$ cat config.mk
export PLATFORM = sky130hd
export DESIGN_NAME = audioSystem
export DESIGN_NICKNAME = d
export VERILOG_FILES = /design/src/audioPkg.sv /design/src/audioChannel.sv /design/src/audioSystem.sv /design/src/i2sTransmitter.sv /design/src/sampleSequencer.sv /design/src/stereoMixer.sv
export SDC_FILE = /design/constraint.sdc
export NUM_CORES = 2
export LEC_CHECK = 0
export BUFFER_PORTS_ARGS = -buffer_cell sky130_fd_sc_hd__buf_4
export CORE_UTILIZATION = 65
export CTS_CLUSTER_SIZE = 30
export DETAILED_ROUTE_END_ITERATION = 8
export PLACE_DENSITY = 0.82
export SLEW_MARGIN = 25
export SYNTH_ARGS = -nofsm -noshare
export SYNTH_HDL_FRONTEND = slang
export SYNTH_HIERARCHICAL = 1
export SYNTH_SLANG_ARGS = --single-unit
$ cat constraint.sdc
create_clock -name clk -period 14.1 [get_ports clk]
set_clock_uncertainty 0.1 [all_clocks]
set_input_delay 1.41 -clock clk [delete_from_list [all_inputs] [get_ports clk]]
set_output_delay 1.41 -clock clk [all_outputs]
set_load 0.02 [all_outputs]
$ cat src/audioPkg.sv
package audioPkg;

    localparam int SAMPLE_W = 16;
    localparam int ADDR_W   = 24;

    // Register targeted by a host write
    typedef enum logic [1:0] {
        REG_START = 2'd0,  // First sample address
        REG_END   = 2'd1,  // Exclusive end address
        REG_CTRL  = 2'd2
    } regSel_e;

    typedef struct packed {
        logic [19:0] reserved;
        logic        loop;
        logic        mono;
        logic        right;  // Pan to right when not mono
        logic        play;
    } chanCtrl_t;

    // Same data word seen as an address or as a control word
    typedef union packed {
        logic [ADDR_W-1:0] addr;
        chanCtrl_t         ctrl;
    } regWord_u;

    typedef struct packed {
        logic [7:0] chanMask;  // One bit per channel
        regSel_e    sel;
        regWord_u   data;
    } regWrite_t;

    typedef struct packed {
        logic signed [SAMPLE_W-1:0] sample;
        logic [ADDR_W-1:0]          addr;
        logic                       playing;
        logic                       mono;
        logic                       right;
    } chanState_t;

    typedef struct packed {
        logic signed [SAMPLE_W-1:0] left;
        logic signed [SAMPLE_W-1:0] right;
    } stereo_t;

endpackage

$ cat src/audioChannel.sv
`timescale 1ns/1ns

module audioChannel (
    input  logic                                clk,
    input  logic                                i_rstN,
    input  logic                                i_regWr,
    input  audioPkg::regWrite_t                 i_reg,
    input  logic                                i_chanSel,
    input  logic                                i_load,
    input  logic signed [audioPkg::SAMPLE_W-1:0] i_sample,
    output audioPkg::chanState_t                o_state
);
    import audioPkg::*;

    logic [ADDR_W-1:0]          startAddr;
    logic [ADDR_W-1:0]          endAddr;
    logic [ADDR_W-1:0]          curAddr;
    logic [ADDR_W-1:0]          nextAddr;
    chanCtrl_t                  ctrl;
    logic                       playing;
    logic signed [SAMPLE_W-1:0] sample;
    logic                       wrEn;

    assign wrEn     = i_regWr && i_chanSel;
    assign nextAddr = curAddr + 1'b1;

    // Start and end only change by host write
    always_ff @(posedge clk) begin
        if (wrEn && i_reg.sel == REG_START) begin
            startAddr <= i_reg.data.addr;
        end
        if (wrEn && i_reg.sel == REG_END) begin
            endAddr <= i_reg.data.addr;
        end
    end

    always_ff @(posedge clk) begin
        if (!i_rstN) begin
            ctrl    <= '0;
            playing <= 1'b0;
            curAddr <= '0;
            sample  <= '0;
        end else begin
            if (i_load) begin
                sample <= i_sample;  // Zero when silent
                if (playing) begin
                    if (nextAddr == endAddr) begin
                        if (ctrl.loop) begin
                            curAddr <= startAddr;
                        end else begin
                            curAddr <= nextAddr;
                            playing <= 1'b0;
                        end
                    end else begin
                        curAddr <= nextAddr;
                    end
                end
            end
            // Host control write takes priority over a load
            if (wrEn && i_reg.sel == REG_CTRL) begin
                ctrl <= i_reg.data.ctrl;
                if (i_reg.data.ctrl.play) begin
                    playing <= 1'b1;
                    curAddr <= startAddr;
                end else begin
                    playing <= 1'b0;
                end
            end
        end
    end

    assign o_state.sample  = sample;
    assign o_state.addr    = curAddr;
    assign o_state.playing = playing;
    assign o_state.mono    = ctrl.mono;
    assign o_state.right   = ctrl.right;

endmodule

$ cat src/audioSystem.sv
`timescale 1ns/1ns

module audioSystem #(
    parameter int NUM_CHANNELS = 8,
    parameter int CLK_DIV      = 4
) (
    input  logic                                 clk,
    input  logic                                 i_rstN,
    input  logic                                 i_regWr,
    input  audioPkg::regWrite_t                  i_reg,
    input  logic signed [audioPkg::SAMPLE_W-1:0] i_memData,
    output logic                                 o_memReq,
    output logic [audioPkg::ADDR_W-1:0]          o_memAddr,
    output logic [NUM_CHANNELS-1:0]              o_playing,
    output logic                                 o_bclk,
    output logic                                 o_lrclk,
    output logic                                 o_sdata
);
    import audioPkg::*;

    chanState_t [NUM_CHANNELS-1:0] chanState;
    logic [NUM_CHANNELS-1:0]       load;
    logic signed [SAMPLE_W-1:0]    loadSample;
    logic                          mixStrobe;
    logic                          frameStart;
    stereo_t                       mix;

    for (genvar i = 0; i < NUM_CHANNELS; i++) begin : g_chan
        audioChannel u_audioChannel (
            .clk       (clk),
            .i_rstN    (i_rstN),
            .i_regWr   (i_regWr),
            .i_reg     (i_reg),
            .i_chanSel (i_reg.chanMask[i]),
            .i_load    (load[i]),
            .i_sample  (loadSample),
            .o_state   (chanState[i])
        );
        assign o_playing[i] = chanState[i].playing;
    end

    sampleSequencer #(.NUM_CHANNELS(NUM_CHANNELS)) u_sampleSequencer (
        .clk          (clk),
        .i_rstN       (i_rstN),
        .i_frameStart (frameStart),
        .i_chanState  (chanState),
        .i_memData    (i_memData),
        .o_memReq     (o_memReq),
        .o_memAddr    (o_memAddr),
        .o_load       (load),
        .o_loadSample (loadSample),
        .o_mixStrobe  (mixStrobe)
    );

    stereoMixer #(.NUM_CHANNELS(NUM_CHANNELS)) u_stereoMixer (
        .clk         (clk),
        .i_rstN      (i_rstN),
        .i_mixStrobe (mixStrobe),
        .i_chanState (chanState),
        .o_mix       (mix)
    );

    // Mix latched at frame start goes out during the next frame
    i2sTransmitter #(.CLK_DIV(CLK_DIV)) u_i2sTransmitter (
        .clk          (clk),
        .i_rstN       (i_rstN),
        .i_mix        (mix),
        .o_frameStart (frameStart),
        .o_bclk       (o_bclk),
        .o_lrclk      (o_lrclk),
        .o_sdata      (o_sdata)
    );

endmodule

$ cat src/i2sTransmitter.sv
`timescale 1ns/1ns

module i2sTransmitter #(
    parameter int CLK_DIV = 4
) (
    input  logic              clk,
    input  logic              i_rstN,
    input  audioPkg::stereo_t i_mix,
    output logic              o_frameStart,
    output logic              o_bclk,
    output logic              o_lrclk,
    output logic              o_sdata
);
    import audioPkg::*;

    localparam int DIV_W   = (CLK_DIV > 1) ? $clog2(CLK_DIV) : 1;
    localparam int FRAME_W = 4 * SAMPLE_W;  // Two padded words

    logic [DIV_W-1:0]   divCnt;
    logic               halfTick;
    logic               fallTick;
    logic [5:0]         bitCnt;
    logic [FRAME_W-1:0] shReg;

    assign halfTick     = (divCnt == DIV_W'(CLK_DIV - 1));
    assign fallTick     = halfTick && o_bclk;
    assign o_frameStart = fallTick && (bitCnt == 6'd63);

    always_ff @(posedge clk) begin
        if (!i_rstN) begin
            divCnt <= '0;
            o_bclk <= 1'b0;
        end else if (halfTick) begin
            divCnt <= '0;
            o_bclk <= ~o_bclk;
        end else begin
            divCnt <= divCnt + 1'b1;
        end
    end

    // Data and word select move on bit clock falling edges only
    always_ff @(posedge clk) begin
        if (!i_rstN) begin
            bitCnt  <= '0;
            o_lrclk <= 1'b0;
            o_sdata <= 1'b0;
            shReg   <= '0;
        end else if (fallTick) begin
            bitCnt  <= bitCnt + 1'b1;
            o_lrclk <= (bitCnt + 1'b1) >= 6'd32;  // Low for left word
            if (o_frameStart) begin
                o_sdata <= i_mix.left[SAMPLE_W-1];
                shReg   <= {i_mix.left[SAMPLE_W-2:0], {SAMPLE_W{1'b0}},
                            i_mix.right, {SAMPLE_W{1'b0}}, 1'b0};
            end else begin
                o_sdata <= shReg[FRAME_W-1];
                shReg   <= {shReg[FRAME_W-2:0], 1'b0};
            end
        end
    end

endmodule

$ cat src/sampleSequencer.sv
`timescale 1ns/1ns

module sampleSequencer #(
    parameter int NUM_CHANNELS = 8
) (
    input  logic                                     clk,
    input  logic                                     i_rstN,
    input  logic                                     i_frameStart,
    input  audioPkg::chanState_t [NUM_CHANNELS-1:0]  i_chanState,
    input  logic signed [audioPkg::SAMPLE_W-1:0]     i_memData,
    output logic                                     o_memReq,
    output logic [audioPkg::ADDR_W-1:0]              o_memAddr,
    output logic [NUM_CHANNELS-1:0]                  o_load,
    output logic signed [audioPkg::SAMPLE_W-1:0]     o_loadSample,
    output logic                                     o_mixStrobe
);
    import audioPkg::*;

    localparam int IDX_W = (NUM_CHANNELS > 1) ? $clog2(NUM_CHANNELS) : 1;

    typedef enum logic [1:0] {
        ST_IDLE = 2'd0,
        ST_REQ  = 2'd1,  // Visit channel, request if playing
        ST_LOAD = 2'd2,  // Memory data valid
        ST_MIX  = 2'd3
    } seqState_e;

    seqState_e        state;
    seqState_e        stateNext;
    logic [IDX_W-1:0] chanIdx;
    logic             lastChan;
    logic             loadNow;
    chanState_t       visited;

    assign visited   = i_chanState[chanIdx];
    assign lastChan  = (chanIdx == IDX_W'(NUM_CHANNELS - 1));
    assign o_memAddr = visited.addr;

    always_comb begin
        stateNext    = state;
        o_memReq     = 1'b0;
        loadNow      = 1'b0;
        o_loadSample = '0;
        o_mixStrobe  = 1'b0;
        case (state)
            ST_IDLE: begin
                if (i_frameStart) begin
                    stateNext = ST_REQ;
                end
            end
            ST_REQ: begin
                if (visited.playing) begin
                    o_memReq  = 1'b1;
                    stateNext = ST_LOAD;
                end else begin
                    loadNow   = 1'b1;  // Silent channel gets zero
                    stateNext = lastChan ? ST_MIX : ST_REQ;
                end
            end
            ST_LOAD: begin
                loadNow      = 1'b1;
                o_loadSample = i_memData;
                stateNext    = lastChan ? ST_MIX : ST_REQ;
            end
            ST_MIX: begin
                o_mixStrobe = 1'b1;
                stateNext   = ST_IDLE;
            end
            default: stateNext = ST_IDLE;
        endcase
    end

    always_comb begin
        o_load          = '0;
        o_load[chanIdx] = loadNow;
    end

    always_ff @(posedge clk) begin
        if (!i_rstN) begin
            state   <= ST_IDLE;
            chanIdx <= '0;
        end else begin
            state <= stateNext;
            if (state == ST_IDLE) begin
                chanIdx <= '0;
            end else if (loadNow && !lastChan) begin
                chanIdx <= chanIdx + 1'b1;  // Next channel
            end
        end
    end

endmodule

$ cat src/stereoMixer.sv
`timescale 1ns/1ns

module stereoMixer #(
    parameter int NUM_CHANNELS = 8
) (
    input  logic                                    clk,
    input  logic                                    i_rstN,
    input  logic                                    i_mixStrobe,
    input  audioPkg::chanState_t [NUM_CHANNELS-1:0] i_chanState,
    output audioPkg::stereo_t                       o_mix
);
    import audioPkg::*;

    // Room for NUM_CHANNELS full-scale terms
    localparam int SUM_W = SAMPLE_W + $clog2(NUM_CHANNELS) + 1;
    localparam logic signed [SUM_W-1:0] MAX_VAL = SUM_W'(2 ** (SAMPLE_W - 1) - 1);
    localparam logic signed [SUM_W-1:0] MIN_VAL = SUM_W'(-(2 ** (SAMPLE_W - 1)));

    logic signed [SUM_W-1:0] leftSum;
    logic signed [SUM_W-1:0] rightSum;

    function automatic logic signed [SUM_W-1:0] extend(input logic signed [SAMPLE_W-1:0] s);
        return {{(SUM_W - SAMPLE_W){s[SAMPLE_W-1]}}, s};
    endfunction

    function automatic logic signed [SAMPLE_W-1:0] saturate(input logic signed [SUM_W-1:0] v);
        if (v > MAX_VAL) begin
            return MAX_VAL[SAMPLE_W-1:0];
        end else if (v < MIN_VAL) begin
            return MIN_VAL[SAMPLE_W-1:0];
        end
        return v[SAMPLE_W-1:0];
    endfunction

    always_comb begin
        leftSum  = '0;
        rightSum = '0;
        for (int i = 0; i < NUM_CHANNELS; i++) begin
            if (i_chanState[i].mono || !i_chanState[i].right) begin
                leftSum = leftSum + extend(i_chanState[i].sample);
            end
            if (i_chanState[i].mono || i_chanState[i].right) begin
                rightSum = rightSum + extend(i_chanState[i].sample);
            end
        end
    end

    always_ff @(posedge clk) begin
        if (!i_rstN) begin
            o_mix <= '0;
        end else if (i_mixStrobe) begin
            o_mix.left  <= saturate(leftSum);
            o_mix.right <= saturate(rightSum);
        end
    end

endmodule

==> results.yml <==
status:
  status: "finished clean"
timing:
  timing.setup.tns_ns: 0
  max_freq_mhz: 77.07
  rsz0062_at_grt: "no"
  worstMarginPinSlew_ns: 1.082
  slew_headroom: 0.2769
  finalHoldViolCount: 0
  period_needed_ns: 12.97
  fin_crit_sh: 0.9202
  setup_viol: 0
  maxSlewViolCount: 0
setup_path:
  start_kind: "register"
  slowest_stage: "a311oi_1"
  crit_type: "reg2reg"
  cp_num_buf_inv: 1
  cpPeakStageDelay_ns: 0.55
  critPathCaptureType: "register"
  worstPathRequired_ns: 14.57
  cpMostUsedCell: "a21oi_1"
  cp.arrival_ns: 13.44
  crit_family: "compound AO/OA/AOI/OAI gates"
  crit_fanout: 21
global_route:
  grt.overflow.total: 0
  grt_start_max_net_pins: 204
  track_usage: 0.4210
  grt_pass1_vias: 51450
  grt_pass1_wl_um: 304600
  antenna_found_initial: 4
synthesis:
  syn_inst: 6658
  ys.warnings.count: 6
  synth.net_count: 7007
  synth_cell_types: 123
  yosysTopAreaCell: "edfxtp_1"
  ys.flop_type: "dfxtp_1"
  async_reset_ff_frac: 0
  synth.most_common_cell: "nand2_1"
  synth_top_area_share: 0.1913
  yosys-top-cells-area: "edfxtp_1 19%, dfxtp_1 15%, ha_1 5.9%, nand2_1 4.1%, xor2_1 3.7%"
  synth-seq-cells: 831
  mappedNetlistArea_um2: 60270
  yosysSeqAreaShare: 0.3398
  syn_area_per_cell_um2: 9.052
  yosys-top-cells-count: "656 x nand2_1, 447 x dfxtp_1, 387 x nor2_1"
  synth-edff-count: 384
route:
  drt_iter0_drc: 6522
  drcViolationCount: 0
  viasPerCell: 6.923
  wl_per_cell_um: 26.07
  antenna_left: 0
  num_vias: 54150
  wirelength_um: 203900
  drt-pass1-iter-count: 6
cts:
  numCtsBuffers: 92
  clock_path_buffers: 3
  clk_latency_ns: 0.71
  h-tree-depth: 3
  ctsResizeCount: 0
  path_clk_slew_ns: 0.06
  clkSinkCount: 831
  holdBufCountCts: 0
  cts-root-buf: "clkbuf_16"
  post_cts_buffers: 0
  cts_tree: "done"
placed_design:
  hpwl_um: 144700
  dpl_cell_area_um2: 61090
  gp_congestion: 1.065
  io_buffers: 88
die:
  die_x_um: 306.5
  die-area_um2: 93940
  rows: 111
  die_y_um: 306.5
  initial_utilization: 0.6565
  num_io_pins: 89
  core-area_um2: 91800
cells_and_area:
  drive_gt1_frac: 0.09912
  syn_to_final_growth_pct: 6.596
  antennaDiodeCount: 0
  nets: 6848
  fin_area_um2: 64240
  final.fill_count: 7203
power_and_ir_drop:
  leakagePower_nw: 25.71
  p_per_area_nw_per_um2: 89.22
  ir_drop_mv: 0.1163
job:
  maxCapViolCount: 0
worst_hold_path:
  worstHoldPathType: "reg2reg"
[state kept, by name (all words and copies together) (netlist names)]
register	count
u_stereoMixer/o_mix	32
u_i2sTransmitter/o_sdata	1
u_i2sTransmitter/o_bclk	1
u_i2sTransmitter/bitCnt	6
u_i2sTransmitter/o_lrclk	1
u_sampleSequencer/state	2
g_chan.u_audioChannel/sample	128
g_chan.u_audioChannel/o_state	16
g_chan.u_audioChannel/ctrl	8
g_chan.u_audioChannel/startAddr	192
u_i2sTransmitter/shReg	47
u_sampleSequencer/chanIdx	3
u_i2sTransmitter/divCnt	2
g_chan.u_audioChannel/playing	8
g_chan.u_audioChannel/curAddr	192
g_chan.u_audioChannel/endAddr	192
[kinds of logic (layout without fill, tap and decap cells)]
kind of cell / count (synthesis) / in the layout / synth area share
xor gates and xnor gates: 516 / 516 / 0.07752
and+or+nand+nor: 2503 / 2503 / 0.2245
adders and majority gates: 298 / 298 / 0.06353
muxes: 295 / 295 / 0.05354
DFF: 831 / 831 / 0.3398
buffers and inverters: 542 / 462 / 0.04202
AOI/OAI and AO/OA: 1673 / 1673 / 0.1991
[per-stage QoR]
stage               instances  setup slack, ns  hold WS [ns]  utilization  power [mW]
floorplan                6658            2.372        0.3043            -       3.038
global placement         7645            1.537        0.3121       0.6649       3.254
detailed placement       7647            1.338        0.3320       0.6655       3.268
CTS                      7820            1.253        0.3395       0.6995       5.723
global route             7821           0.2729        0.3440       0.6998       5.867
finish                   7821            1.125        0.3345       0.6998       5.732
[worst register-to-register path, delay by kind of cell, from the launching register on]
family	cells	cell delay, ns
adder cells (fa/ha/maj)	7	2.25
buffers and inverters	1	0.24
multiplexers	2	0.45
XOR/XNOR	7	1.49
AO/OA/AOI/OAI	26	5.21
flip-flops	1	0.32
AND/OR/NAND/NOR	16	2.79
[metal layers]
metal / vias to the layer above / wire length [um] / track usage
met5: - / 70 / 0
met2: 3029 / 92290 / 0.6810
met1: 25800 / 75180 / 0.5068
li1: 24510 / - / -
met4: 6 / 16420 / 0.2948
met3: 798 / 19900 / 0.07939
[final cells by class]
class	count	area, um^2	area share
clock buffer	130	2629	0.04092
clock inverter	43	496.7	0.007732
inverter	149	559.3	0.008706
multi-input combinational	5285	37410	0.5824
sequential	831	20490	0.3189
tap	1243	1555	0.02421
timing repair buffer	140	1102	0.01716
[worst paths after layout]
| path | start | to | slack, ns | cells after the start |
|---|---|---|---|---|
| worst min-delay path | u_i2sTransmitter/divCnt[0] | u_i2sTransmitter/divCnt[0] | 0.33 | 1 |
| worst max-delay path | g_chan[0].u_audioChannel/o_state[1] | u_stereoMixer/o_mix[22] | 1.13 | 59 |
| worst max register to register | g_chan[0].u_audioChannel/o_state[1] | u_stereoMixer/o_mix[22] | 1.13 | 59 |
| worst min register to register | u_i2sTransmitter/divCnt[0] | u_i2sTransmitter/divCnt[0] | 0.33 | 1 |
[cells in the final DEF, fill, tap and decap left out, types with 118 or more instances in the layout]
cell type,n
o21ai_0,269
ha_1,282
edfxtp_1,384
dfxtp_1,444
nor3_1,130
nand3_1,300
buf_4,135
nor2b_1,204
nand2_1,653
nor2_1,386
xnor2_1,252
o211a_1,118
inv_1,148
mux2i_1,202
xor2_1,253
a21oi_1,363
[power by group]
part           leakage [nW]  internal, mW  switching, mW  total (mW)
logic                  17.1         0.190          0.403       0.593
registers              7.10          2.58         0.0628        2.65
clock network          1.53          1.45           1.04        2.49
(Power assumes the default switching activity.)
